File: config.mk
export PLATFORM = sky130hd
export DESIGN_NAME = retire_counter
export DESIGN_NICKNAME = d
export VERILOG_FILES = /design/src/hw/retire_counter.sv
export SDC_FILE = /design/constraint.sdc
export NUM_CORES = 1
export LEC_CHECK = 0
export BUFFER_PORTS_ARGS = -buffer_cell sky130_fd_sc_hd__buf_2
export CORE_MARGIN = 8
export CORE_UTILIZATION = 55
export DETAILED_ROUTE_END_ITERATION = 7
export PLACE_DENSITY = 0.83
export SLEW_MARGIN = 20
export SYNTH_ARGS = -nofsm -noshare
export SYNTH_HDL_FRONTEND = slang
export SYNTH_SLANG_ARGS = --single-unit
File: constraint.sdc
create_clock -name clk -period 2.5 [get_ports clk]
set_input_delay 0.25 -clock clk [delete_from_list [all_inputs] [get_ports clk]]
set_output_delay 0.25 -clock clk [all_outputs]
set_load 0.05 [all_outputs]
File: src/hw/retire_counter.sv
`timescale 1ns/1ns
`default_nettype none

module retire_counter (
    input  logic        clk,
    input  logic        reset,
    input  logic        retire,
    input  logic        squash,
    output logic [31:0] retired_count,
    output logic [31:0] squashed_count
);

    // slot 0 retired, slot 1 squashed
    logic [1:0]  bump;
    logic [31:0] cnt [2];

    assign bump = {squash, retire};

    always_ff @(posedge clk) begin
        if (reset) begin
            cnt[0] <= '0;
            cnt[1] <= '0;
        end else begin
            for (int i = 0; i < 2; i++) begin
                // hold at all ones, no wrap
                if (bump[i] && cnt[i] != '1) begin
                    cnt[i] <= cnt[i] + 32'd1;
                end
            end
        end
    end

    assign retired_count  = cnt[0];
    assign squashed_count = cnt[1];

endmodule

`default_nettype wire

## Word level (Yosys, flattened, before mapping)

Memories as Yosys holds them, arrays and structs flattened.
Index checks and enable logic that the tools add are counted.

- Register bits after elaboration: 0
- Bits in writable memories: 64
- Output and inout port bits: 64
- Memories: 1

- Add/sub/neg operators: 2
- Eq/ne operators: 2
- Muxes and demuxes: 10
- Bitwise operators: 2
- Reduce and logical (&&, ||, !) cells: 2

Memories:

| memory | depth | width | rd ports | clocked after Yosys merged registers in | wr ports | RTL line | source |
|---|---|---|---|---|---|---|---|
| cnt | 2 | 32 | 2 | 0 | 2 | 15 | `logic [31:0] cnt [2];` |

Operators by type and width:

| cell | number |
|---|---|
| $add 32x1->32 const B | 2 |
| $mux 32 | 2 |
| $ne 32x32->1 const B | 2 |
| $mux 1 | 8 |
| $logic_and 1x1->1 | 2 |
| $or 1x1->1 | 2 |

## Logic depth before layout (Yosys ltp)

- Word-level depth: 6
- Depth in mapped cells: 7

## Worst setup path before layout

No wires, ideal clock.

- Kind: flip-flop to flip-flop
- Start point: memory cnt[0][4]
- End point: memory cnt[0][0] (enable)
- Library setup time: 478 ps
- Arrival: 2190 ps
- Slack: -167 ps
- Cell stages (with the launch flop): 6
- Path buffers: 0
- Clock period less this slack: 2667 ps
- Path through: edfxtp_1 > nand4_1 > nor4_4 > nand4_2 > nand2_1 > nand2_1

RTL lines:

| element | RTL line |
|---|---|
| start, declared | 15 |

==> flow_metrics.tcl <==
set metrics [dict create \
    hold_viol 0 \
    end_kind "flop" \
    drt_iter0_drc 215 \
    min_path_cells 3 \
    fin_util_pct 65.62 \
    synth-seq-cells 64 \
    placed_cell_area_um2 3958 \
    cts_setup_buffers 0 \
    synth_area_um2 3508 \
    top_register "cnt" \
    final_common_cell "nor2_1" \
    cts_made_buffers 9 \
    post_drt_wl_per_cell_um 16.27 \
    final_nets 411 \
    clk_pin_slew_worst_paths_ns 0.08 \
    core_area_um2 6277 \
    rr_worst_depth 5 \
    critPathMaxStageDelay_ns 0.67 \
    worstSetupStartpointType "flop" \
    crit_type "reg -> reg" \
    slew_headroom_pct 50.33 \
    clock_sinks 64 \
    layout_setup_ws_ns 0.2076 \
    fp.dieW_um 95.87 \
    design_area_um2 4119 \
    grt_overflow 0 \
    netlist_instances 327 \
    cap_viol_max_count 0 \
    finalPower_mw 2.777 \
    clkLatencyLatePin_ns 0.35 \
    vias 2754 \
    grt_max_degree 33 \
    n_antenna_cell 0 \
    worstMarginPinSlew_ns 0.7450 \
    grt_use_total_pct 18.23 \
    skew_ns 0.01491 \
    finalSetupViolations 0 \
    areaGrowthSynthToFinish_pct 17.40 \
    totalWireLength_um 7907 \
    slowest_stage "or2_2" \
    place_ws_ns 0.2107 \
    reg2reg_setup_slack_ns 0.21 \
    powerDensity_nw_per_um2 674.1 \
    die-area_um2 9190 \
    holdBufCountCts 0 \
    clockBufferDepth 2 \
    finalNonFillerCells 486 \
    synth.avg_cell_area_um2 10.73 \
    crit_family "simple AND/OR/NAND/NOR gates" \
    post-dp-hpwl_um 5441 \
    first_pass_iters 4 \
    htree_num_levels 3 \
    route.detailed.drc 0 \
    largest_register_ffs 64 \
    dp_cells 471 \
    slew_violations 0 \
    seq_area_frac_synth_pct 54.78 \
    drive_gt1_share_pct 24.45 \
    port_buffers 67 \
    crit_path_cell_trace "ha_1, nand4_1, nor2_1, a31oi_1, or2_2" \
    grt_pass1_wl_um 12970 \
    status "complete, no violations" \
    r2r-start "cnt[0][32]$_SDFFCE_PN0P_" \
    die_h_um 95.87 \
    finalCriticalPeriod_ns 2.292 \
    drt-vias-per-instance 5.667 \
    gp_congestion 0.8073 \
    finalCritPeriodShare_pct 91.70 \
    ir_worst_vdd_uv 438.0 \
    tritoncts "built" \
    start_util_pct 55.89 \
    min_from "retire" \
    worstPathRequired_ns 2.47 \
    worst_hold_path_type "in -> reg" \
    whs_ns 0.4143 \
    leakage_nw 1.590 \
    layout_common_cells "nor2_1, buf_2, edfxtp_1" \
    grt_pass1_vias 2650 \
    antenna_found_initial 0 \
    arrival_ns 2.27 \
    cts-root-buf "clkbuf_8" \
    ant_nets 0 \
    final.setup.tns_ns 0 \
    max_clock_freq_mhz 436.2 \
    yosysWarnings 0 \
    io_pins 68 \
    rsz0062_at_grt "no" \
    worst_r2r_endpoint "cnt[0][51]$_SDFFCE_PN0P_" \
    top_regs "cnt: 64 flops" \
    synth_nets 333 \
    row_count 29 \
    hold_end "cnt[0][63]$_SDFFCE_PN0P_" \
    cts_resized 0 \
    cp_num_buf_inv 0 \
    synth.distinct_cells 27 \
    critPathMaxFanout 32 \
]
==> worst max-delay path by stage <==
stage	start	endpoint	slack (ns)	cells past startpoint
floorplan	cnt[0][32]$_SDFFCE_PN0P_	cnt[0][32]$_SDFFCE_PN0P_	0.03	5
global placement	cnt[0][32]$_SDFFCE_PN0P_	cnt[0][50]$_SDFFCE_PN0P_	0.30	5
detailed placement	cnt[0][32]$_SDFFCE_PN0P_	cnt[0][50]$_SDFFCE_PN0P_	0.21	5
CTS	cnt[0][32]$_SDFFCE_PN0P_	cnt[0][50]$_SDFFCE_PN0P_	0.20	5
global route	cnt[0][32]$_SDFFCE_PN0P_	cnt[0][46]$_SDFFCE_PN0P_	0.07	5
finish	cnt[0][32]$_SDFFCE_PN0P_	cnt[0][51]$_SDFFCE_PN0P_	0.21	5
==> kinds of logic after synthesis <==
logic type / synth area share, %
simple gates: 25.32
flops: 54.78
xor+xnor: 14.23
buf+inv: 3.317
compound gates: 1.640
fa+ha+maj: 0.7132
==> layout make-up <==
cell class,count,area [um2]
fill,486,2158
tap,77,96.34
clock buffer,9,123.9
multi-input combinational,244,1479
sequential,64,1922
clock inverter,6,37.54
inverter,8,30.03
timing repair buffer,78,430.4
==> tightest hold or removal path, delay by kind of cell <==
family,cells,cell delay (ns)
and+or+nand+nor,1,0.11
buffers and inverters,1,0.13
AOI/OAI and AO/OA,1,0.16
==> Yosys cell counts (all sizes together) <==
cell	count	share of area (%)
nand4b	2	0.50
xnor2	22	5.5
nor2b	5	0.89
nand2	18	1.9
nor4	5	1.3
or2	2	0.36
and4	4	1.0
nor4b	1	0.25
and2	2	0.36
nor2	68	7.3
nor3	5	0.71
buf	6	1.9
nand3	29	4.1
edfxtp	64	55
a31oi	2	0.78
a21oi	3	0.43
or3	4	0.71
nand4	23	4.3
clkbuf	5	0.54
inv	8	0.86
xor2	35	8.7
and3	9	1.6
ha	2	0.71
o21ai	3	0.43
==> where the power goes <==
part / total (mW) / internal [mW] / switching [mW]
logic: 0.602 / 0.140 / 0.462
registers: 1.41 / 1.30 / 0.117
clock network: 0.761 / 0.348 / 0.413
==> metal layers <==
metal  GRT usage [%]  wire [um]  up-vias
li1                -          -     1319
met1           22.12       3363     1324
met2           29.26       3857       94
met3           5.538        495       17
met4           8.323        190        0
met5               0          0        -
(Power assumes the default switching activity.)
