<file path="src/hw/pipe_defs.svh">
`ifndef PIPE_DEFS_SVH
`define PIPE_DEFS_SVH

`default_nettype none

// machine word, also register width
`define DATA_W 32

// architectural registers, dest field is log2 of this
`define RF_NUM 32

// data ram depth in words
// byte addresses wrap modulo the depth
`define DRAM_WORDS 256

`default_nettype wire

`endif

</file>
<file path="src/hw/pipe_pkg.sv">
`include "pipe_defs.svh"
`default_nettype none

package pipe_pkg;

    // register index width
    localparam int RF_AW = $clog2(`RF_NUM);
    // ram word index width
    localparam int DRAM_AW = $clog2(`DRAM_WORDS);

    // memory access kind carried down the pipe
    typedef enum logic [3:0] {
        MOP_NONE,
        MOP_LW,
        MOP_LB,
        MOP_LBU,
        MOP_LH,
        MOP_LHU,
        MOP_SW,
        MOP_SB,
        MOP_SH
    } mem_op_e;

    // execute to memory
    typedef struct packed {
        logic              ex;
        logic              gr_we;
        logic [RF_AW-1:0]  dest;
        mem_op_e           mem_op;
        // alu result or effective address
        logic [`DATA_W-1:0] result;
        // store data
        logic [`DATA_W-1:0] rt_value;
        logic [`DATA_W-1:0] pc;
    } es_to_ms_t;

    // memory to write-back
    typedef struct packed {
        logic              ex;
        logic              gr_we;
        logic [RF_AW-1:0]  dest;
        mem_op_e           mem_op;
        logic [1:0]        byte_off;
        logic [`DATA_W-1:0] result;
        // raw ram word, lanes not yet picked
        logic [`DATA_W-1:0] rdata;
        logic [`DATA_W-1:0] pc;
    } ms_to_ws_t;

    // write port of the register file
    typedef struct packed {
        logic              we;
        logic [RF_AW-1:0]  waddr;
        logic [`DATA_W-1:0] wdata;
    } ws_to_rf_t;

    // trace port, rf_wen is four copies of we
    typedef struct packed {
        logic [`DATA_W-1:0] pc;
        logic [3:0]        rf_wen;
        logic [RF_AW-1:0]  rf_wnum;
        logic [`DATA_W-1:0] rf_wdata;
    } debug_wb_t;

endpackage

`default_nettype wire

</file>
<file path="src/hw/regfile.sv">
`timescale 1ns/1ns
`include "pipe_defs.svh"
`default_nettype none

module regfile (
    input  logic                       clk,
    input  logic                       reset,
    input  pipe_pkg::ws_to_rf_t        ws_to_rf,
    input  logic [pipe_pkg::RF_AW-1:0] raddr1,
    input  logic [pipe_pkg::RF_AW-1:0] raddr2,
    output logic [`DATA_W-1:0]         rdata1,
    output logic [`DATA_W-1:0]         rdata2
);

    import pipe_pkg::*;

    logic [`DATA_W-1:0] regs [`RF_NUM];

    always_ff @(posedge clk) begin
        if (reset) begin
            for (int i = 0; i < `RF_NUM; i++) begin
                regs[i] <= '0;
            end
        end else if (ws_to_rf.we && ws_to_rf.waddr != RF_AW'(0)) begin
            // r0 stays zero
            regs[ws_to_rf.waddr] <= ws_to_rf.wdata;
        end
    end

    // no internal bypass, old value seen in the write cycle
    // decode forwards via wb_dest/wb_result instead
    assign rdata1 = (raddr1 == RF_AW'(0)) ? '0 : regs[raddr1];
    assign rdata2 = (raddr2 == RF_AW'(0)) ? '0 : regs[raddr2];

endmodule

`default_nettype wire

</file>
<file path="config.mk">
export PLATFORM = sky130hd
export DESIGN_NAME = regfile
export DESIGN_NICKNAME = d
export VERILOG_FILES = /design/src/hw/pipe_pkg.sv /design/src/hw/regfile.sv
export VERILOG_INCLUDE_DIRS = /design/src /design/src/hw
export SDC_FILE = /design/constraint.sdc
export NUM_CORES = 2
export LEC_CHECK = 0
export BUFFER_PORTS_ARGS = -buffer_cell sky130_fd_sc_hd__buf_2
export CORE_MARGIN = 2
export CORE_UTILIZATION = 50
export CTS_CLUSTER_SIZE = 40
export DETAILED_ROUTE_END_ITERATION = 10
export PLACE_DENSITY = 0.66
export REMOVE_ABC_BUFFERS = 1
export SETUP_SLACK_MARGIN = 0.5
export SYNTH_ARGS = -nofsm -noshare
export SYNTH_HDL_FRONTEND = slang
export SYNTH_SLANG_ARGS = --single-unit
export TNS_END_PERCENT = 50
</file>
<file path="constraint.sdc">
create_clock -name clk -period 3.6 [get_ports clk]
set_input_delay 0.18 -clock clk [delete_from_list [all_inputs] [get_ports clk]]
set_output_delay 0.18 -clock clk [all_outputs]
set_load 0.01 [all_outputs]
</file>
# Word level (Yosys, flattened, before mapping)
# Memories as Yosys holds them, arrays and structs flattened.
# Index checks and enable logic that the tools add are counted.
[op_classes]
mux = 10
reduce_logical = 5
[ops]
columns = ["cell", "count"]
rows = [
  ["2-to-1 mux 32 bit", 3],
  ["OR reduction 32 bit", 1],
  ["logical NOT 5 bit", 2],
  ["2-to-1 mux 1 bit", 6],
  ["2-to-1 mux 5 bit", 1],
  ["nonzero test 5 bit", 1],
  ["logical AND 1 bit", 1],
]
[totals]
reg_bits = 0
mem_bits_rw = 1024
out_inout_bits = 64
wordCells = 16
memories = 1
[mem_list]
columns = ["name", "depth", "word_bits", "read_ports", "rd_ports_with_merged_regs", "write_ports", "line_no", "source"]
rows = [
  ["regs", 32, 32, 2, 0, 32, "regfile.sv:17", "logic [`DATA_W-1:0] regs [`RF_NUM];"],
]

# Depth between registers and ports, before layout
[depth]
depth_word = 7
ltp_mapped = 9
mapped_depth_nobuf = 4

# Worst setup path after synthesis
# No wires, ideal clock.
[synth_timing]
path_type = "input -> register"
start = "input port ws_to_rf[33] (netlist bit)"
end = "memory regs[12][0] (netlist bit), enable pin"
setup_ns = 0.375
arrival_time_ns = 1.726
required_ns = 3.225
slack_ns = 1.499
stages = 4
path_cell_list = "or4b_2 clkbuf_1 nor2_1 or2_2"
[synth_lines]
columns = ["item", "line_no", "source"]
rows = [
  ["start: declaration", "regfile.sv:8", "input pipe_pkg::ws_to_rf_t ws_to_rf,"],
  ["end: declaration", "regfile.sv:17", ""],
]

==> impl_metrics.ini <==
[outcome]
outcome = complete, no violations

[sta]
final.min_clock_period_ps = 3074
crit_path_setup_slack_layout_ps = 526.3
slew_headroom_pct = 9.844
fmax_ghz = 0.3253
tightest_hold_margin_ps = 71.37
tightestPinTransition_ps = 1352
slew_viol_final = 0
rsz0062_at_grt = yes
timing.final.setup_violations = 0
fin_setup_tns_ps = 0
layout_worst_path_cycle_share_pct = 85.38
final-hold-violation-count = 0

[layout]
area_growth_syn_to_layout_pct = 11.33
final_core_util_pct = 56.26
layout.area.seq_sq_um = 30750
design_area_sq_um = 60400
regMostFlops = regs
biggestRegsByFlops = regs (1024)
layout.nets = 3603
flip_flop_count_of_the_largest_register_after_layout = 1024
fillcell_total = 8211
drive_gt1_share_pct = 28.25
multi_input_comb_area_sq_um = 22090

[clock_tree]
numClockSinks = 1024
h-tree-depth = 3
cts_tree = yes
cts_setup_buffers = 0
clock_transition_at_path_regs_ps = 60
clock_path_buffers = 3
number_of_clock_buffers_inserted_by_tritoncts = 108
ctsRootBufferMaster = clkbuf_16

[logic_synthesis]
synth.area.top_cells = edfxtp_1, mux4_2, and2_1
netlist_area_sq_um = 54250
yosysTopAreaCellShare_pct = 56.68
synth_most_common_cell = edfxtp_1
syn_inst = 3502
synth_cell_type_count = 42
synth_enable_flop_cells = 1024
synth.avg_cell_area_sq_um = 15.49
yosys.area.top_type = edfxtp_1
yosysWarnings = 0
async_reset_ff_share_pct = 0
synth-main-ff-cell = edfxtp_1
yosys_register_bits = 1024
synth_top_cells_by_count = edfxtp_1, and2_1, mux4_2, clkbuf_1, mux2i_1
synth.yosys.seq_area_share_pct = 56.68

[run]
max-cap-violations = 0

[worst_setup_path]
critical-path-slowest-cell = a2111oi_1
critical_path_arrival_ps = 2890
critical_path_peak_fanout = 2
crit_required_ps = 3420
crit_chain = mux4_2, a22o_1, a2111oi_1, nor3_1, buf_2
cp-end-kind = primary output
critPathLaunchType = flip-flop
critical-path-max-stage-delay_ps = 680
cp_class = flip-flop to primary output

[placement]
port-buffer-count = 113
dp_hpwl_mm = 111.8
placedInstanceArea_sq_um = 56870
gp_congestion = 0.8681
pre_cts_slack_ps = 415.3

[grt]
maximum_number_of_pins_on_one_net_before_global_route_repair = 60
grt_antenna_before_repair = 20
grt_overflow_total = 0
first_global_vias = 35700
gr-usage-all-layers_pct = 34.09
first_pass_grt_wire_length_mm = 265.7

[route]
route.detailed.drc = 0
1st_iter_drt_viols = 5368
detailedRoute.firstPassIterationCount = 5
totalWireLength_mm = 189.7
post_drt_wl_per_cell_microns = 37.55
drtAntennaViolNets = 0
route.vias.total = 35400
drt-vias-per-instance = 7.006

[min_path]
min_path_type = primary input to flip-flop

[power]
vdd_drop_max_uv = 469.6
power_density_nw_per_um2 = 477.7
leakage_nw = 20.86

[floorplan]
core_outline_area_sq_um = 107400
die-area_sq_um = 111200
die_h_microns = 333.4
std_cell_rows = 120
die_x_microns = 333.4
boundaryPins = 114
initial_core_util_pct = 50.54
==> path summary, 6_finish.rpt <==
kind | start | to | slack (ps) | depth (start not counted)
worst min-delay path | ws_to_rf[25] | regs[18][25]$_SDFFCE_PN0P_ | 70 | 2
worst max-delay path | regs[31][18]$_SDFFCE_PN0P_ | rdata2[18] | 530 | 5
==> cells in the final DEF, fill, tap and decap left out, types with 13 or more instances in the layout <==
master / Yosys / routed
clkbuf_16: 0 / 109
clkbuf_1: 271 / 18
a2111oi_0: 14 / 13
and2_1: 995 / 994
a2111oi_1: 41 / 40
buf_2: 46 / 106
conb_1: 1 / 32
mux2_2: 30 / 30
buf_4: 38 / 161
or2_2: 33 / 33
mux2i_1: 150 / 150
a22o_1: 51 / 51
buf_12: 0 / 23
edfxtp_1: 1024 / 1024
clkinv_1: 0 / 28
nor2_4: 0 / 32
mux4_2: 472 / 472
nor3_1: 54 / 54
bufinv_16: 0 / 13
a22oi_1: 16 / 16
o22ai_1: 103 / 103
clkinv_2: 0 / 19
==> layer usage <==
metal / vias to the layer above / global-route usage [%] / share of wire, %
li1: 13690 / - / -
met1: 18270 / 43.79 / 35
met2: 2836 / 53.27 / 46
met3: 598 / 9.454 / 13
met4: 6 / 17.65 / 5.7
met5: - / 0 / 0.018
==> repair_timing <==
action	in CTS	in global routing
cloned	0	0
hold buffers	1	0
endpoints found under the hold margin	5	0
gates resized for setup	2	2
endpoints found under the setup margin	1	5
==> layout make-up <==
type | count | share of cell area [%]
diodes | 11 | 0.04558
clock buffers | 127 | 4.628
flip-flops and latches | 1024 | 50.91
clock inverters | 69 | 1.131
repair buffers | 297 | 3.789
inverters | 2 | 0.01243
multi-input cells | 2120 | 36.58
well taps | 1403 | 2.906
==> worst max-delay path, delay by kind of cell, from the launching register on <==
| kind | cells | cell delay [ps] |
|---|---|---|
| compound gates | 2 | 950 |
| buf+inv | 1 | 190 |
| flops | 1 | 420 |
| mux | 1 | 480 |
| simple gates | 1 | 160 |
==> power breakdown <==
group	switching [mW]	total, mW	internal [mW]
registers	0.360	14.1	13.8
logic	1.98	3.45	1.47
clock network	4.81	11.3	6.45
total	7.15	28.9	21.7
==> kinds of logic (layout without fill, tap and decap cells) <==
logic type | Yosys count | in the layout | synth area share (%)
flops | 1024 | 1024 | 56.68
other cells | 1 | 43 | 0.006912
buf+inv | 389 | 495 | 3.351
simple gates | 1177 | 1177 | 13.33
compound gates | 259 | 259 | 3.651
mux | 652 | 652 | 22.98
==> stage by stage <==
stage | power, mW | std cells
final | 28.85 | 5053
after global routing | 29.49 | 5045
after CTS | 28.82 | 5042
after detailed placement | 17.76 | 4845
after global placement | 17.63 | 4845
after floorplan | 15.95 | 3146
(Power assumes the default switching activity.)
