[config.mk]
export PLATFORM = sky130hd
export DESIGN_NAME = wb_stage
export DESIGN_NICKNAME = d
export VERILOG_FILES = /design/src/hw/pipe_pkg.sv /design/src/hw/wb_stage.sv
export VERILOG_INCLUDE_DIRS = /design/src /design/src/hw
export SDC_FILE = /design/constraint.sdc
export NUM_CORES = 1
export LEC_CHECK = 0
export BUFFER_PORTS_ARGS = -buffer_cell sky130_fd_sc_hd__buf_2
export CAP_MARGIN = 10
export CORE_ASPECT_RATIO = 0.75
export CORE_MARGIN = 4
export CORE_UTILIZATION = 50
export CTS_CLUSTER_DIAMETER = 120
export DETAILED_ROUTE_END_ITERATION = 6
export GPL_TIMING_DRIVEN = 0
export PLACE_DENSITY = 0.89
export SLEW_MARGIN = 30
export SYNTH_ARGS = -nofsm -noshare
export SYNTH_HDL_FRONTEND = slang
export SYNTH_SLANG_ARGS = --single-unit
[constraint.sdc]
create_clock -name clk -period 5.1 [get_ports clk]
set_input_delay 0.51 -clock clk [delete_from_list [all_inputs] [get_ports clk]]
set_output_delay 0.51 -clock clk [all_outputs]
set_load 0.02 [all_outputs]
[src/hw/pipe_defs.svh]
`ifndef PIPE_DEFS_SVH
`define PIPE_DEFS_SVH

`default_nettype none

// machine word, also register width
`define DATA_W 32

// architectural registers, dest field is log2 of this
`define RF_NUM 32

// data ram depth in words
// byte addresses wrap modulo the depth
`define DRAM_WORDS 256

`default_nettype wire

`endif

[src/hw/pipe_pkg.sv]
`include "pipe_defs.svh"
`default_nettype none

package pipe_pkg;

    // register index width
    localparam int RF_AW = $clog2(`RF_NUM);
    // ram word index width
    localparam int DRAM_AW = $clog2(`DRAM_WORDS);

    // memory access kind carried down the pipe
    typedef enum logic [3:0] {
        MOP_NONE,
        MOP_LW,
        MOP_LB,
        MOP_LBU,
        MOP_LH,
        MOP_LHU,
        MOP_SW,
        MOP_SB,
        MOP_SH
    } mem_op_e;

    // execute to memory
    typedef struct packed {
        logic              ex;
        logic              gr_we;
        logic [RF_AW-1:0]  dest;
        mem_op_e           mem_op;
        // alu result or effective address
        logic [`DATA_W-1:0] result;
        // store data
        logic [`DATA_W-1:0] rt_value;
        logic [`DATA_W-1:0] pc;
    } es_to_ms_t;

    // memory to write-back
    typedef struct packed {
        logic              ex;
        logic              gr_we;
        logic [RF_AW-1:0]  dest;
        mem_op_e           mem_op;
        logic [1:0]        byte_off;
        logic [`DATA_W-1:0] result;
        // raw ram word, lanes not yet picked
        logic [`DATA_W-1:0] rdata;
        logic [`DATA_W-1:0] pc;
    } ms_to_ws_t;

    // write port of the register file
    typedef struct packed {
        logic              we;
        logic [RF_AW-1:0]  waddr;
        logic [`DATA_W-1:0] wdata;
    } ws_to_rf_t;

    // trace port, rf_wen is four copies of we
    typedef struct packed {
        logic [`DATA_W-1:0] pc;
        logic [3:0]        rf_wen;
        logic [RF_AW-1:0]  rf_wnum;
        logic [`DATA_W-1:0] rf_wdata;
    } debug_wb_t;

endpackage

`default_nettype wire

[src/hw/wb_stage.sv]
`timescale 1ns/1ns
`include "pipe_defs.svh"
`default_nettype none

module wb_stage (
    input  logic                       clk,
    input  logic                       reset,
    // from memory stage
    input  logic                       ms_to_ws_valid,
    input  pipe_pkg::ms_to_ws_t        ms_to_ws_bus,
    output logic                       ws_allowin,
    // register file write port
    output pipe_pkg::ws_to_rf_t        ws_to_rf,
    // trace port
    output pipe_pkg::debug_wb_t        debug_wb,
    // bypass toward decode
    output logic [pipe_pkg::RF_AW-1:0] wb_dest,
    output logic [`DATA_W-1:0]         wb_result,
    // one-cycle pulses to the counters
    output logic                       retire,
    output logic                       squash
);

    import pipe_pkg::*;

    logic               ws_valid;
    logic               ws_ready_go;
    ms_to_ws_t          ws_bus_r;
    logic [7:0]         load_byte;
    logic [15:0]        load_half;
    logic [`DATA_W-1:0] final_result;
    logic               rf_we;

    assign ws_ready_go = 1'b1;
    assign ws_allowin  = !ws_valid || ws_ready_go;

    always_ff @(posedge clk) begin
        if (reset) begin
            ws_valid <= 1'b0;
        end else if (ws_allowin) begin
            ws_valid <= ms_to_ws_valid;
        end
    end

    // captures the ram word while it is still live
    always_ff @(posedge clk) begin
        if (ms_to_ws_valid && ws_allowin) begin
            ws_bus_r <= ms_to_ws_bus;
        end
    end

    // byte at the offset, half picked by offset bit 1
    assign load_byte = ws_bus_r.rdata[{ws_bus_r.byte_off, 3'b000} +: 8];
    assign load_half = ws_bus_r.byte_off[1] ? ws_bus_r.rdata[31:16] : ws_bus_r.rdata[15:0];

    always_comb begin
        unique case (ws_bus_r.mem_op)
            MOP_LW:  final_result = ws_bus_r.rdata;
            MOP_LB:  final_result = {{(`DATA_W-8){load_byte[7]}}, load_byte};
            MOP_LBU: final_result = {{(`DATA_W-8){1'b0}}, load_byte};
            MOP_LH:  final_result = {{(`DATA_W-16){load_half[15]}}, load_half};
            MOP_LHU: final_result = {{(`DATA_W-16){1'b0}}, load_half};
            // alu ops and stores pass result through
            default: final_result = ws_bus_r.result;
        endcase
    end

    // exceptional instructions are squashed here
    assign rf_we = ws_valid && ws_bus_r.gr_we && !ws_bus_r.ex;

    assign ws_to_rf.we    = rf_we;
    assign ws_to_rf.waddr = ws_bus_r.dest;
    assign ws_to_rf.wdata = final_result;

    assign debug_wb.pc       = ws_bus_r.pc;
    assign debug_wb.rf_wen   = {4{rf_we}};
    assign debug_wb.rf_wnum  = ws_bus_r.dest;
    assign debug_wb.rf_wdata = final_result;

    // dest masked so decode ignores an empty stage
    assign wb_dest   = ws_bus_r.dest & {RF_AW{ws_valid}};
    assign wb_result = final_result;

    assign retire = ws_valid && !ws_bus_r.ex;
    assign squash = ws_valid && ws_bus_r.ex;

endmodule

`default_nettype wire

== Yosys cells after proc, flatten, opt, wreduce, memory -nomap -nowiden ==
Index checks and enable logic that the tools add are counted.

* Word-level logic and storage cells: 23
* Register bits after elaboration: 110
* Output and inout port bits: 151
* Input port bits: 112

* Reductions and logical operators: 5
* Mux-type cells: 2
* Shift operators: 1
* Equality and inequality tests: 5
* Bitwise operators: 1

{| class="wikitable"
|+ Operators with widths
! cell !! count
|-
| case mux 32 bit (5 select lines) || 1
|-
| indexed part select 32 x 6 -> 8 bit || 1
|-
| 2-to-1 mux 16 bit || 1
|-
| equality test 4 x 2 -> 1 bit, second input constant || 2
|-
| equality test 4 x 3 -> 1 bit, second input constant || 2
|-
| AND 5 bit || 1
|-
| equality test 4 x 1 -> 1 bit, second input constant || 1
|-
| logical AND 1 bit || 4
|-
| zero test 1 bit || 1
|}

== Logic depth before layout (Yosys ltp) ==
* Depth in word-level cells: 2
* Depth in mapped cells: 6
* Mapped depth without buffers: 3

== Worst setup path before layout ==
OpenSTA, ideal clock, no wires.

* Kind: flip-flop to output port
* Start: register ws_bus_r[100] (netlist name)
* End: output port wb_result[10]
* Stages on the path, launching flop included: 7
* Data required time: 4590 ps
* Slack: 2562 ps
* Data arrival time: 2028 ps
* Buffers on the path: 3
* Cell sequence: edfxtp_1 -> buf_2 -> or2_2 -> clkbuf_1 -> o2bb2ai_2 -> a32oi_1 -> buf_4

{| class="wikitable"
|+ RTL lines
! what !! line !! RTL
|-
| start: declaration || wb_stage.sv:28 || <nowiki>ms_to_ws_t ws_bus_r;</nowiki>
|-
| start signal: assignment || wb_stage.sv:48 || <nowiki>ws_bus_r <= ms_to_ws_bus;</nowiki>
|-
| end: declaration || wb_stage.sv:18 || <nowiki>output logic [`DATA_W-1:0] wb_result,</nowiki>
|}

== Worst setup path after layout ==
* Start: register ws_bus_r[100] (netlist name)
* End: output port wb_result[14]

* Word-level cells in the longest chain between the ends: 2
* Elaborated cells on any way between the ends: 6
* Classes of those cells: eq/ne (5); mux (1)

{| class="wikitable"
|+ RTL lines
! what !! line !! RTL
|-
| equality test 4 x 3 -> 1 bit, or another cell as far along || wb_stage.sv:57 || <nowiki>unique case (ws_bus_r.mem_op)</nowiki>
|-
| case mux 32 bit (5 select lines) * || wb_stage.sv:57 ||
|}

Every way passes the cells marked *; elsewhere a longest branch is shown, timed or not.

==> results.md <==
* Commonest cells after routing, fill and taps aside: 266 x buf_2, 112 x buf_4, 109 x edfxtp_1
* Inserted Clock Buffers at 9
* Layout cells sized above 1 at 61.3%
* Yosys Warn Count at 0
* Sequential fraction of the synthesis area at 62.8%
* CTS Sinks at 110
* Setup WS post-layout at 1980 ps
* Worst hold stages at 2
* Die ar. at 12200 um2
* Final WL at 13700 um
* Post-DRT Antenna Nets at 0
* Setup WS pre-CTS at about 2300 ps
* CTS root buf: clkbuf_16
* Port Buffer Count at 261
* Fmax at 320 MHz
* Die X at 126 um
* Crit start category: flip-flop
* Core area at ~10000 um2
* CTS tree: built
* Fin. max-slew vios at 0
* DRT Pass-1 Iters at 5
* Nets@finish at 782
* First-pass GRT wire length at approximately 21000 um
* WP data arrival at 2610 ps
* Status: completed
* Longest Clk Path Bufs at 2
* Synthesized area at 5240 um2
* Final setup TNS at 0 ps
* Leakage at 0.00324 uW
* Slew @ Worst Pin at 803 ps
* HP Start: reset
* H-tree depth at 3
* DR vias at 3928
* Number of flops mapped to enable cells by yosys at between 100 and 150
* Ys flop type: edfxtp_1
* Tmin final at 3120 ps
* Largest net degree at the start of global routing at 72
* Clock transition at path regs at 70 ps
* Die height at just under 100 um
* Initial antenna violation count at 1
* Ports at 263
* Hold bufs inserted after CTS at 0
* Async set-or-reset flop fraction in the synthesized netlist at 0%
* Ranking of synthesized cells by area: edfxtp_1 62%, buf_4 16%, nand2_1 2.3%, o211ai_1 2.3%, o21ai_0 2.2%
* Overflow after GRT at 0
* RD Place Congestion at 0.886
* CP endpoint kind: primary output
* Final setup fails at 0
* Worst hold path type: primary input to flip-flop
* Post-synth top area share at 62.4%
* Post-CTS setup repair buffer count at 0
* RSZ-0062 raised after global routing: false
* Type of the worst setup path: flip-flop to primary output
* Net count after synthesis at 509
* Period utilization at 61.2%
* Area Growth Syn to Fin at 34.8%
* Max Cap Viol at 0
* DRC at 0
* DRT iter0 DRCs at 202
* Worst path required time at 4590 ps
* Synthesized area per cell at 13.2 um2
* GRT Util Overall at 22.2%
* Vias in the first global route at 4103
* Num rows at 32
* Fin. Hold Viols at 0
* Filler cell count at 761
* CP Max Fanout at 8
* Avg Vias per Cell at 4.84
* #FFs+latches synth at 110
* Diodes inserted at 0
* Worst relative slew slack at between 40 and 50%
* PostCTS Resize Cnt at 0
* Post-Synthesis Cells at 397
* Initial core utilization at 51.1%
* Drt wl/cell at 16.8 um
* Synth unique cells at 40
* Peak VDD IR at 271 uV
* Worst Hold End: ws_valid
* Top cell type by total area after synthesis: edfxtp_1
* Commonest non-fill, non-tap cell in the layout: buf_2
* Detail Placement HPWL at 10700 um
* Pwr dens at around 360 nW/um2
worst max-delay path: stages, from the launching register on:
cell and delay [ps]:
edfxtp_1 460, nor3_1 700, or2_2 230, clkbuf_1 320, a32oi_1 200, buf_4 190
buf_2 150
cell families (layout without fill, tap and decap cells):
family	after synthesis	count (layout)	share of synthesized area, %
muxes	16	16	3.48
and+or+nand+nor	64	64	6.32
buffers and inverters	138	416	18.2
AOI/OAI and AO/OA	68	68	9.12
other	1	1	0.0715
DFF	110	110	62.8
layer usage:
metal / vias to the layer above / part of all wire [%] / GRT usage [%]
met5: - / 0.095 / 0
li1: 1878 / - / -
met1: 1827 / 38 / 25.6
met3: 18 / 10 / 8.94
met4: 2 / 1.4 / 6.51
met2: 203 / 50 / 38.1
where the power goes:
group / internal (uW) / switching [uW]
sequential: 1070 / 32.6
clock: 393 / 328
combinational: 297 / 394
how the worst max path moves through the flow:
stage,from,endpoint,slack [ps],depth (start not counted)
2_1_floorplan,ws_bus_r[100],wb_result[10],2560,6
3_3_place_gp,ws_bus_r[100],ws_to_rf[14],2310,6
6_report,ws_bus_r[100],wb_result[14],1980,6
3_5_place_dp,ws_bus_r[100],wb_result[14],2290,6
4_1_cts,ws_bus_r[100],ws_to_rf[14],1900,6
5_1_grt,ws_bus_r[101],wb_result[2],1780,6
cell usage after synthesis (4+ instances only):
| cell type | count |
|---|---|
| buf_4 | 112 |
| nor2b_1 | 4 |
| buf_2 | 6 |
| a32oi_1 | 7 |
| o21ai_0 | 23 |
| inv_1 | 8 |
| nand3_1 | 9 |
| and2_1 | 7 |
| o2111ai_1 | 7 |
| clkbuf_1 | 9 |
| a21oi_1 | 7 |
| edfxtp_1 | 109 |
| nand2_1 | 32 |
| mux2_2 | 8 |
| o211ai_1 | 16 |
| mux2i_1 | 7 |
cell type report:
type                       count  area (um2)  area share (%)
sequential                   110        3290            46.6
clock buffer                   9         225            3.19
buffer                       130         923            13.1
timing repair buffer         262        1340            19.0
multi-input combinational    149         996            14.1
inverter                       8        30.0           0.425
clock inverter                 7        88.8            1.26
tap                          136         170            2.41
sequential cells by signal (all words and copies together), names as in the netlist:
name      cells
ws_bus_r     72
debug_wb     37
ws_valid      1
stage by stage:
step	instances	hold WS, ps	util [%]	power (uW)	cell area, um2
after global placement	794	668	65.6	1800	6720
after detailed placement	795	682	65.9	1820	6750
after global routing	811	308	68.9	2630	7070
after floorplan	397	582	-	1570	5240
after CTS	811	308	68.9	2540	7070
final	811	319	68.9	2520	7070
Power figures use the tool's default switching activity.
