## config.mk

```make
export PLATFORM = sky130hd
export DESIGN_NAME = mem_stage
export DESIGN_NICKNAME = d
export VERILOG_FILES = /design/src/hw/pipe_pkg.sv /design/src/hw/mem_stage.sv
export VERILOG_INCLUDE_DIRS = /design/src /design/src/hw
export SDC_FILE = /design/constraint.sdc
export NUM_CORES = 1
export LEC_CHECK = 0
export BUFFER_PORTS_ARGS = -buffer_cell sky130_fd_sc_hd__buf_2
export CAP_MARGIN = 10
export CORE_AREA = 2 2 116 118
export CTS_CLUSTER_DIAMETER = 100
export DETAILED_ROUTE_END_ITERATION = 8
export DIE_AREA = 0 0 118 120
export HOLD_SLACK_MARGIN = 0.05
export PLACE_DENSITY = 0.63
export SLEW_MARGIN = 20
export SYNTH_ARGS = -nofsm -noshare
export SYNTH_HDL_FRONTEND = slang
export SYNTH_SLANG_ARGS = --single-unit
```

## constraint.sdc

```tcl
create_clock -name clk -period 5.8 [get_ports clk]
set_input_delay 0.58 -clock clk [delete_from_list [all_inputs] [get_ports clk]]
set_output_delay 0.58 -clock clk [all_outputs]
set_load 0.02 [all_outputs]
```

## src/hw/pipe_defs.svh

```systemverilog
`ifndef PIPE_DEFS_SVH
`define PIPE_DEFS_SVH

`default_nettype none

// machine word, also register width
`define DATA_W 32

// architectural registers, dest field is log2 of this
`define RF_NUM 32

// data ram depth in words
// byte addresses wrap modulo the depth
`define DRAM_WORDS 256

`default_nettype wire

`endif

```

## src/hw/pipe_pkg.sv

```systemverilog
`include "pipe_defs.svh"
`default_nettype none

package pipe_pkg;

    // register index width
    localparam int RF_AW = $clog2(`RF_NUM);
    // ram word index width
    localparam int DRAM_AW = $clog2(`DRAM_WORDS);

    // memory access kind carried down the pipe
    typedef enum logic [3:0] {
        MOP_NONE,
        MOP_LW,
        MOP_LB,
        MOP_LBU,
        MOP_LH,
        MOP_LHU,
        MOP_SW,
        MOP_SB,
        MOP_SH
    } mem_op_e;

    // execute to memory
    typedef struct packed {
        logic              ex;
        logic              gr_we;
        logic [RF_AW-1:0]  dest;
        mem_op_e           mem_op;
        // alu result or effective address
        logic [`DATA_W-1:0] result;
        // store data
        logic [`DATA_W-1:0] rt_value;
        logic [`DATA_W-1:0] pc;
    } es_to_ms_t;

    // memory to write-back
    typedef struct packed {
        logic              ex;
        logic              gr_we;
        logic [RF_AW-1:0]  dest;
        mem_op_e           mem_op;
        logic [1:0]        byte_off;
        logic [`DATA_W-1:0] result;
        // raw ram word, lanes not yet picked
        logic [`DATA_W-1:0] rdata;
        logic [`DATA_W-1:0] pc;
    } ms_to_ws_t;

    // write port of the register file
    typedef struct packed {
        logic              we;
        logic [RF_AW-1:0]  waddr;
        logic [`DATA_W-1:0] wdata;
    } ws_to_rf_t;

    // trace port, rf_wen is four copies of we
    typedef struct packed {
        logic [`DATA_W-1:0] pc;
        logic [3:0]        rf_wen;
        logic [RF_AW-1:0]  rf_wnum;
        logic [`DATA_W-1:0] rf_wdata;
    } debug_wb_t;

endpackage

`default_nettype wire

```

## src/hw/mem_stage.sv

```systemverilog
`timescale 1ns/1ns
`include "pipe_defs.svh"
`default_nettype none

module mem_stage (
    input  logic                         clk,
    input  logic                         reset,
    // from execute
    input  logic                         es_to_ms_valid,
    input  pipe_pkg::es_to_ms_t          es_to_ms_bus,
    output logic                         ms_allowin,
    // to write-back
    output logic                         ms_to_ws_valid,
    output pipe_pkg::ms_to_ws_t          ms_to_ws_bus,
    input  logic                         ws_allowin,
    // data ram request
    output logic                         ram_en,
    output logic [3:0]                   ram_we,
    output logic [pipe_pkg::DRAM_AW-1:0] ram_addr,
    output logic [`DATA_W-1:0]           ram_wdata,
    input  logic [`DATA_W-1:0]           ram_rdata
);

    import pipe_pkg::*;

    logic      ms_valid;
    logic      ms_ready_go;
    logic      accept;
    es_to_ms_t ms_bus_r;
    logic [1:0] in_off;
    logic [3:0] store_lanes;

    // no wait states here, ram answers in one cycle
    assign ms_ready_go    = 1'b1;
    assign ms_allowin     = !ms_valid || (ms_ready_go && ws_allowin);
    assign ms_to_ws_valid = ms_valid && ms_ready_go;
    assign accept         = es_to_ms_valid && ms_allowin;

    always_ff @(posedge clk) begin
        if (reset) begin
            ms_valid <= 1'b0;
        end else if (ms_allowin) begin
            ms_valid <= es_to_ms_valid;
        end
    end

    // payload only moves on a transfer
    always_ff @(posedge clk) begin
        if (accept) begin
            ms_bus_r <= es_to_ms_bus;
        end
    end

    // byte offset of the incoming address
    assign in_off = es_to_ms_bus.result[1:0];

    // lane mask per store width
    always_comb begin
        unique case (es_to_ms_bus.mem_op)
            MOP_SW:  store_lanes = 4'b1111;
            MOP_SB:  store_lanes = 4'b0001 << in_off;
            MOP_SH:  store_lanes = in_off[1] ? 4'b1100 : 4'b0011;
            default: store_lanes = 4'b0000;
        endcase
    end

    // request goes out on the accept edge using the incoming bus
    assign ram_en   = accept;
    assign ram_addr = es_to_ms_bus.result[2 +: DRAM_AW];
    // excepting instructions never touch memory
    assign ram_we   = (accept && !es_to_ms_bus.ex) ? store_lanes : 4'b0000;

    // replicate store data across lanes, the mask picks the live ones
    always_comb begin
        unique case (es_to_ms_bus.mem_op)
            MOP_SB:  ram_wdata = {4{es_to_ms_bus.rt_value[7:0]}};
            MOP_SH:  ram_wdata = {2{es_to_ms_bus.rt_value[15:0]}};
            default: ram_wdata = es_to_ms_bus.rt_value;
        endcase
    end

    // registered fields plus the live ram word
    always_comb begin
        ms_to_ws_bus.ex       = ms_bus_r.ex;
        ms_to_ws_bus.gr_we    = ms_bus_r.gr_we;
        ms_to_ws_bus.dest     = ms_bus_r.dest;
        ms_to_ws_bus.mem_op   = ms_bus_r.mem_op;
        ms_to_ws_bus.byte_off = ms_bus_r.result[1:0];
        ms_to_ws_bus.result   = ms_bus_r.result;
        ms_to_ws_bus.rdata    = ram_rdata;
        ms_to_ws_bus.pc       = ms_bus_r.pc;
    end

endmodule

`default_nettype wire

```

== Word-level counts from Yosys, hierarchy flattened ==
Cells that the tools add are included.

* Bits in registers: 76
* Output and inout bits: 156
* Logic and storage cells: 20

* Equal/unequal tests: 3
* Shift operators: 1
* Mux-type cells: 4
* Reduce and logical (&&, ||, !) cells: 5

{| class="wikitable"
|+ Operator list
! operator !! count
|-
| case mux 32 bit (2 select lines) || 1
|-
| case mux 4 bit (3 select lines) || 1
|-
| equality test 4 x 3 -> 1 bit, second input constant || 2
|-
| 2-to-1 mux 4 bit || 2
|-
| equality test 4 bit, second input constant || 1
|-
| << shifter 1 x 2 -> 4 bit, first input constant || 1
|-
| logical AND 1 bit || 2
|-
| logical NOT 1 bit || 2
|-
| logical OR 1 bit || 1
|}

== Logic depth before layout (Yosys ltp) ==
* Depth in word-level cells: 5
* Mapped depth: 5
* Depth with buffers taken out: 4

== Least setup slack after synthesis ==
OpenSTA, ideal clock, no wires.

* Path type: input-to-output
* Start: input ws_allowin
* End: output ram_en
* Arrival time: 2.759 ns
* Setup slack: 2.461 ns
* Cell stages on the path: 3
* Path buffers: 0
* Cells stage by stage: nor2b_1 > inv_1 > and2_1

* Longest elaborated chain between the ends: 2

{| class="wikitable"
|+ Ends and longest elaborated chain
! element !! line !! RTL
|-
| start, declared || mem_stage.sv:15 || <nowiki>input logic ws_allowin,</nowiki>
|-
| logical OR 1 bit || mem_stage.sv:35 || <nowiki>assign ms_allowin = !ms_valid || (ms_ready_go && ws_allowin);</nowiki>
|-
| via ms_allowin || mem_stage.sv:11 || <nowiki>output logic ms_allowin,</nowiki>
|-
| logical AND 1 bit || mem_stage.sv:37 || <nowiki>assign accept = es_to_ms_valid && ms_allowin;</nowiki>
|-
| end, declared || mem_stage.sv:17 || <nowiki>output logic ram_en,</nowiki>
|}

The timed path passes the listed nets, and every way through them passes these cells.

== Worst setup path in the final report ==
* Start: input es_to_ms_bus[96] (netlist name)
* End: output ram_wdata[17]

* Longest elaborated chain between the ends: 2
* Elaborated cells between the ends (all ways): 3
* Those cells by class: eq/ne: 2; mux: 1

{| class="wikitable"
|+ Ends and longest elaborated chain
! element !! line !! RTL
|-
| start, declared || mem_stage.sv:10 || <nowiki>input pipe_pkg::es_to_ms_t es_to_ms_bus,</nowiki>
|-
| equality test 4 bit or equality test 4 x 3 -> 1 bit (tied branches) || mem_stage.sv:75 || <nowiki>unique case (es_to_ms_bus.mem_op)</nowiki>
|-
| case mux 32 bit (2 select lines) (*) || mem_stage.sv:75 ||
|-
| end, declared || mem_stage.sv:20 || <nowiki>output logic [`DATA_W-1:0] ram_wdata,</nowiki>
|}

Every way passes the cells marked *; elsewhere a longest branch is shown, timed or not.

==> results_dict.tcl <==
set metrics [dict create \
    floorplan.core_area_mm2 0.0130 \
    io_buffers 234 \
    clk_latency_ps 330 \
    slew_violations 0 \
    cap_viol_max_count 0 \
    ff2ff_path_depth 4 \
    synth-edff-count 75 \
    slew-limit-headroom_pct 36.8 \
    ys_seq_area_share_pct 71.8 \
    antenna_cells 0 \
    period_minus_slack_ps 2760 \
    grt.total_usage_pct 13.0 \
    clockBufferDepth 2 \
    die_y_um 120 \
    fillCellCount 1307 \
    worst_pin_slew_ps 948 \
    cts_resized 0 \
    grt_pass1_vias 2306 \
    status "complete, no violations" \
    finalCritPeriodShare_pct 47.6 \
    io-pin-count 299 \
    grt_pass1_wl_mm 13.6 \
    vias 2227 \
    syn_nets 327 \
    gp_congestion 0.727 \
    hold_viol 0 \
    drive_above_1_share_pct 71.4 \
    skew_ps 7.86 \
    tns_ps 0 \
    via_per_inst 4.00 \
    leakage_nw 2.06 \
    final_antenna_net_count 0 \
    cts_hold_buf 0 \
    initial_core_util_pct 24.4 \
    crit_path_max_fanout 17 \
    cts.sinks 76 \
    dp.cells 541 \
    htreeDepth 3 \
    ys_ff_latch 76 \
    cp_data_arrival_time_ps 2180 \
    ys_types 23 \
    synth-main-ff-cell "edfxtp_1" \
    cp_num_buf_inv 2 \
    post_drt_wl_per_cell_um 16.9 \
    dieArea_mm2 0.0142 \
    rows 42 \
    syn_area_per_cell_um2 17.2 \
    tritoncts "built" \
    fin_cells 557 \
    critical_path.endpoint_type "primary output" \
    wl_mm 9.43 \
    hold_path_depth 2 \
    areaGrowthSynthToFinish_pct 42.3 \
    peakVddDrop_uv 109 \
    final_nets 519 \
    crit_path_start_kind "primary input" \
    synth_area_leader_cell "edfxtp_1" \
    timing.critical_path.mode_cell "buf_2" \
    power.density_mw_per_mm2 334 \
    rsz0062_at_grt "false" \
    clkTransAtPathRegs_ps 60 \
    synth_area_mm2 0.00317 \
    critPathMaxStageDelay_ps 460 \
    firstDrtPassIters 4 \
    crit_slowest_cell "nor2_4" \
    drc_errors 0 \
    synthCells 184 \
    antenna_found_initial 0 \
    cp_num_cells 5 \
    r2r_start "ms_to_ws_valid$_SDFFE_PP0N_" \
    path_cells "buf_2, and4b_1, nor2_4, mux2_2, buf_2" \
    grt_overflow 0 \
    crit_start "es_to_ms_bus[96]" \
    fmax_mhz 362 \
    synth_top_cell_area_share_pct 71.1 \
    setup_viol 0 \
    postCtsSetupBuffers 0 \
    critPathTopFamily "simple AND/OR/NAND/NOR gates" \
    cp_data_required_time_ps 5220 \
    fp.dieW_um 118 \
    min_from "reset" \
    crit_type "in2out" \
    dpl.hpwl_mm 7.49 \
    drtIter0Drc 130 \
    cts-root-buf "clkbuf_16" \
    grt_max_degree 76 \
    hp-class "in2reg" \
    numCtsBuffers 9 \
    async_flop_share_pct 0 \
    synth_warnings 0 \
    synth.top_cells.by_area "edfxtp_1 (71%), buf_4 (12%), mux2_2 (5.0%)" \
]
stage by stage:
stage	power, W	hold slack (ps)	util (%)	setup WS [ps]	cell area, µm²
floorplan	0.000808	652	-	2460	3170
detailed placement	0.000867	667	32.0	3030	4150
global placement	0.000864	658	32.0	3080	4150
CTS	0.00152	403	34.7	3030	4500
finish	0.00150	414	34.7	3040	4500
global route	0.00156	397	34.7	2950	4500
path summary, 6_finish.rpt:
check                                     end  slack [ps]
setup reg to reg   ms_to_ws_bus[87]$_DFFE_PN_        3850
hold / removal    ms_to_ws_valid$_SDFFE_PP0N_         410
setup / recovery                ram_wdata[17]        3040
hold reg to reg   ms_to_ws_valid$_SDFFE_PP0N_         680
cells in the mapped netlist, types with 2 or more instances:
library cell  instances
a21o_1                8
a22o_1                8
a31o_2                2
buf_4                52
buf_6                 2
edfxtp_1             75
inv_1                 3
mux2_2               14
mux2_4                2
nand2b_1              2
nor2_1                3
o31ai_1               2
area by class of cell:
type	count	area, µm²	share of cell area, %
Clock inverter	7	124	2.75
Timing Repair Buffer	235	1180	26.2
Sequential cell	76	2270	50.5
Multi-Input combinational cell	51	472	10.5
Clock buffer	9	225	5.00
Inverter	3	11.3	0.250
Tap cell	176	220	4.89
where the power goes:
part	internal, W	leakage [nW]	total (W)	switching, W
Sequential	0.000643	0.734	0.000650	0.00000762
Clock	0.000424	0.172	0.000651	0.000227
Combinational	0.0000747	1.15	0.000202	0.000128
Total	0.00114	2.06	0.00150	0.000363
per-layer routing:
layer | global-route usage [%] | part of all wire (%) | vias to the layer above
met5 | 0 | 0 | -
li1 | - | - | 1023
met3 | 4.04 | 7.5 | 46
met1 | 13.9 | 37 | 1040
met2 | 22.0 | 51 | 118
met4 | 8.73 | 4.9 | 0
cell families (layout without fill, tap and decap cells):
group	Yosys count	after routing	synth area share, %
DFF	76	76	71.8
AOI/OAI and AO/OA	22	22	5.65
buffers and inverters	57	254	13.4
and+or+nand+nor	13	13	3.24
muxes	16	16	5.93
cells in the final DEF (no fill, tap or decap), types with 2 or more instances in the layout:
cell / n
a21o_1: 8
a22o_1: 8
a31o_2: 2
buf_2: 234
bufinv_16: 3
clkbuf_16: 9
clkinv_4: 2
edfxtp_1: 75
inv_1: 3
mux2_2: 14
mux2_4: 2
nand2b_1: 2
nor2_1: 3
o31ai_1: 2
state kept, by name, summed over array words and instances, names as in the netlist:
name            cells
ms_to_ws_bus       75
ms_to_ws_valid      1
Power figures use the tool's default switching activity.
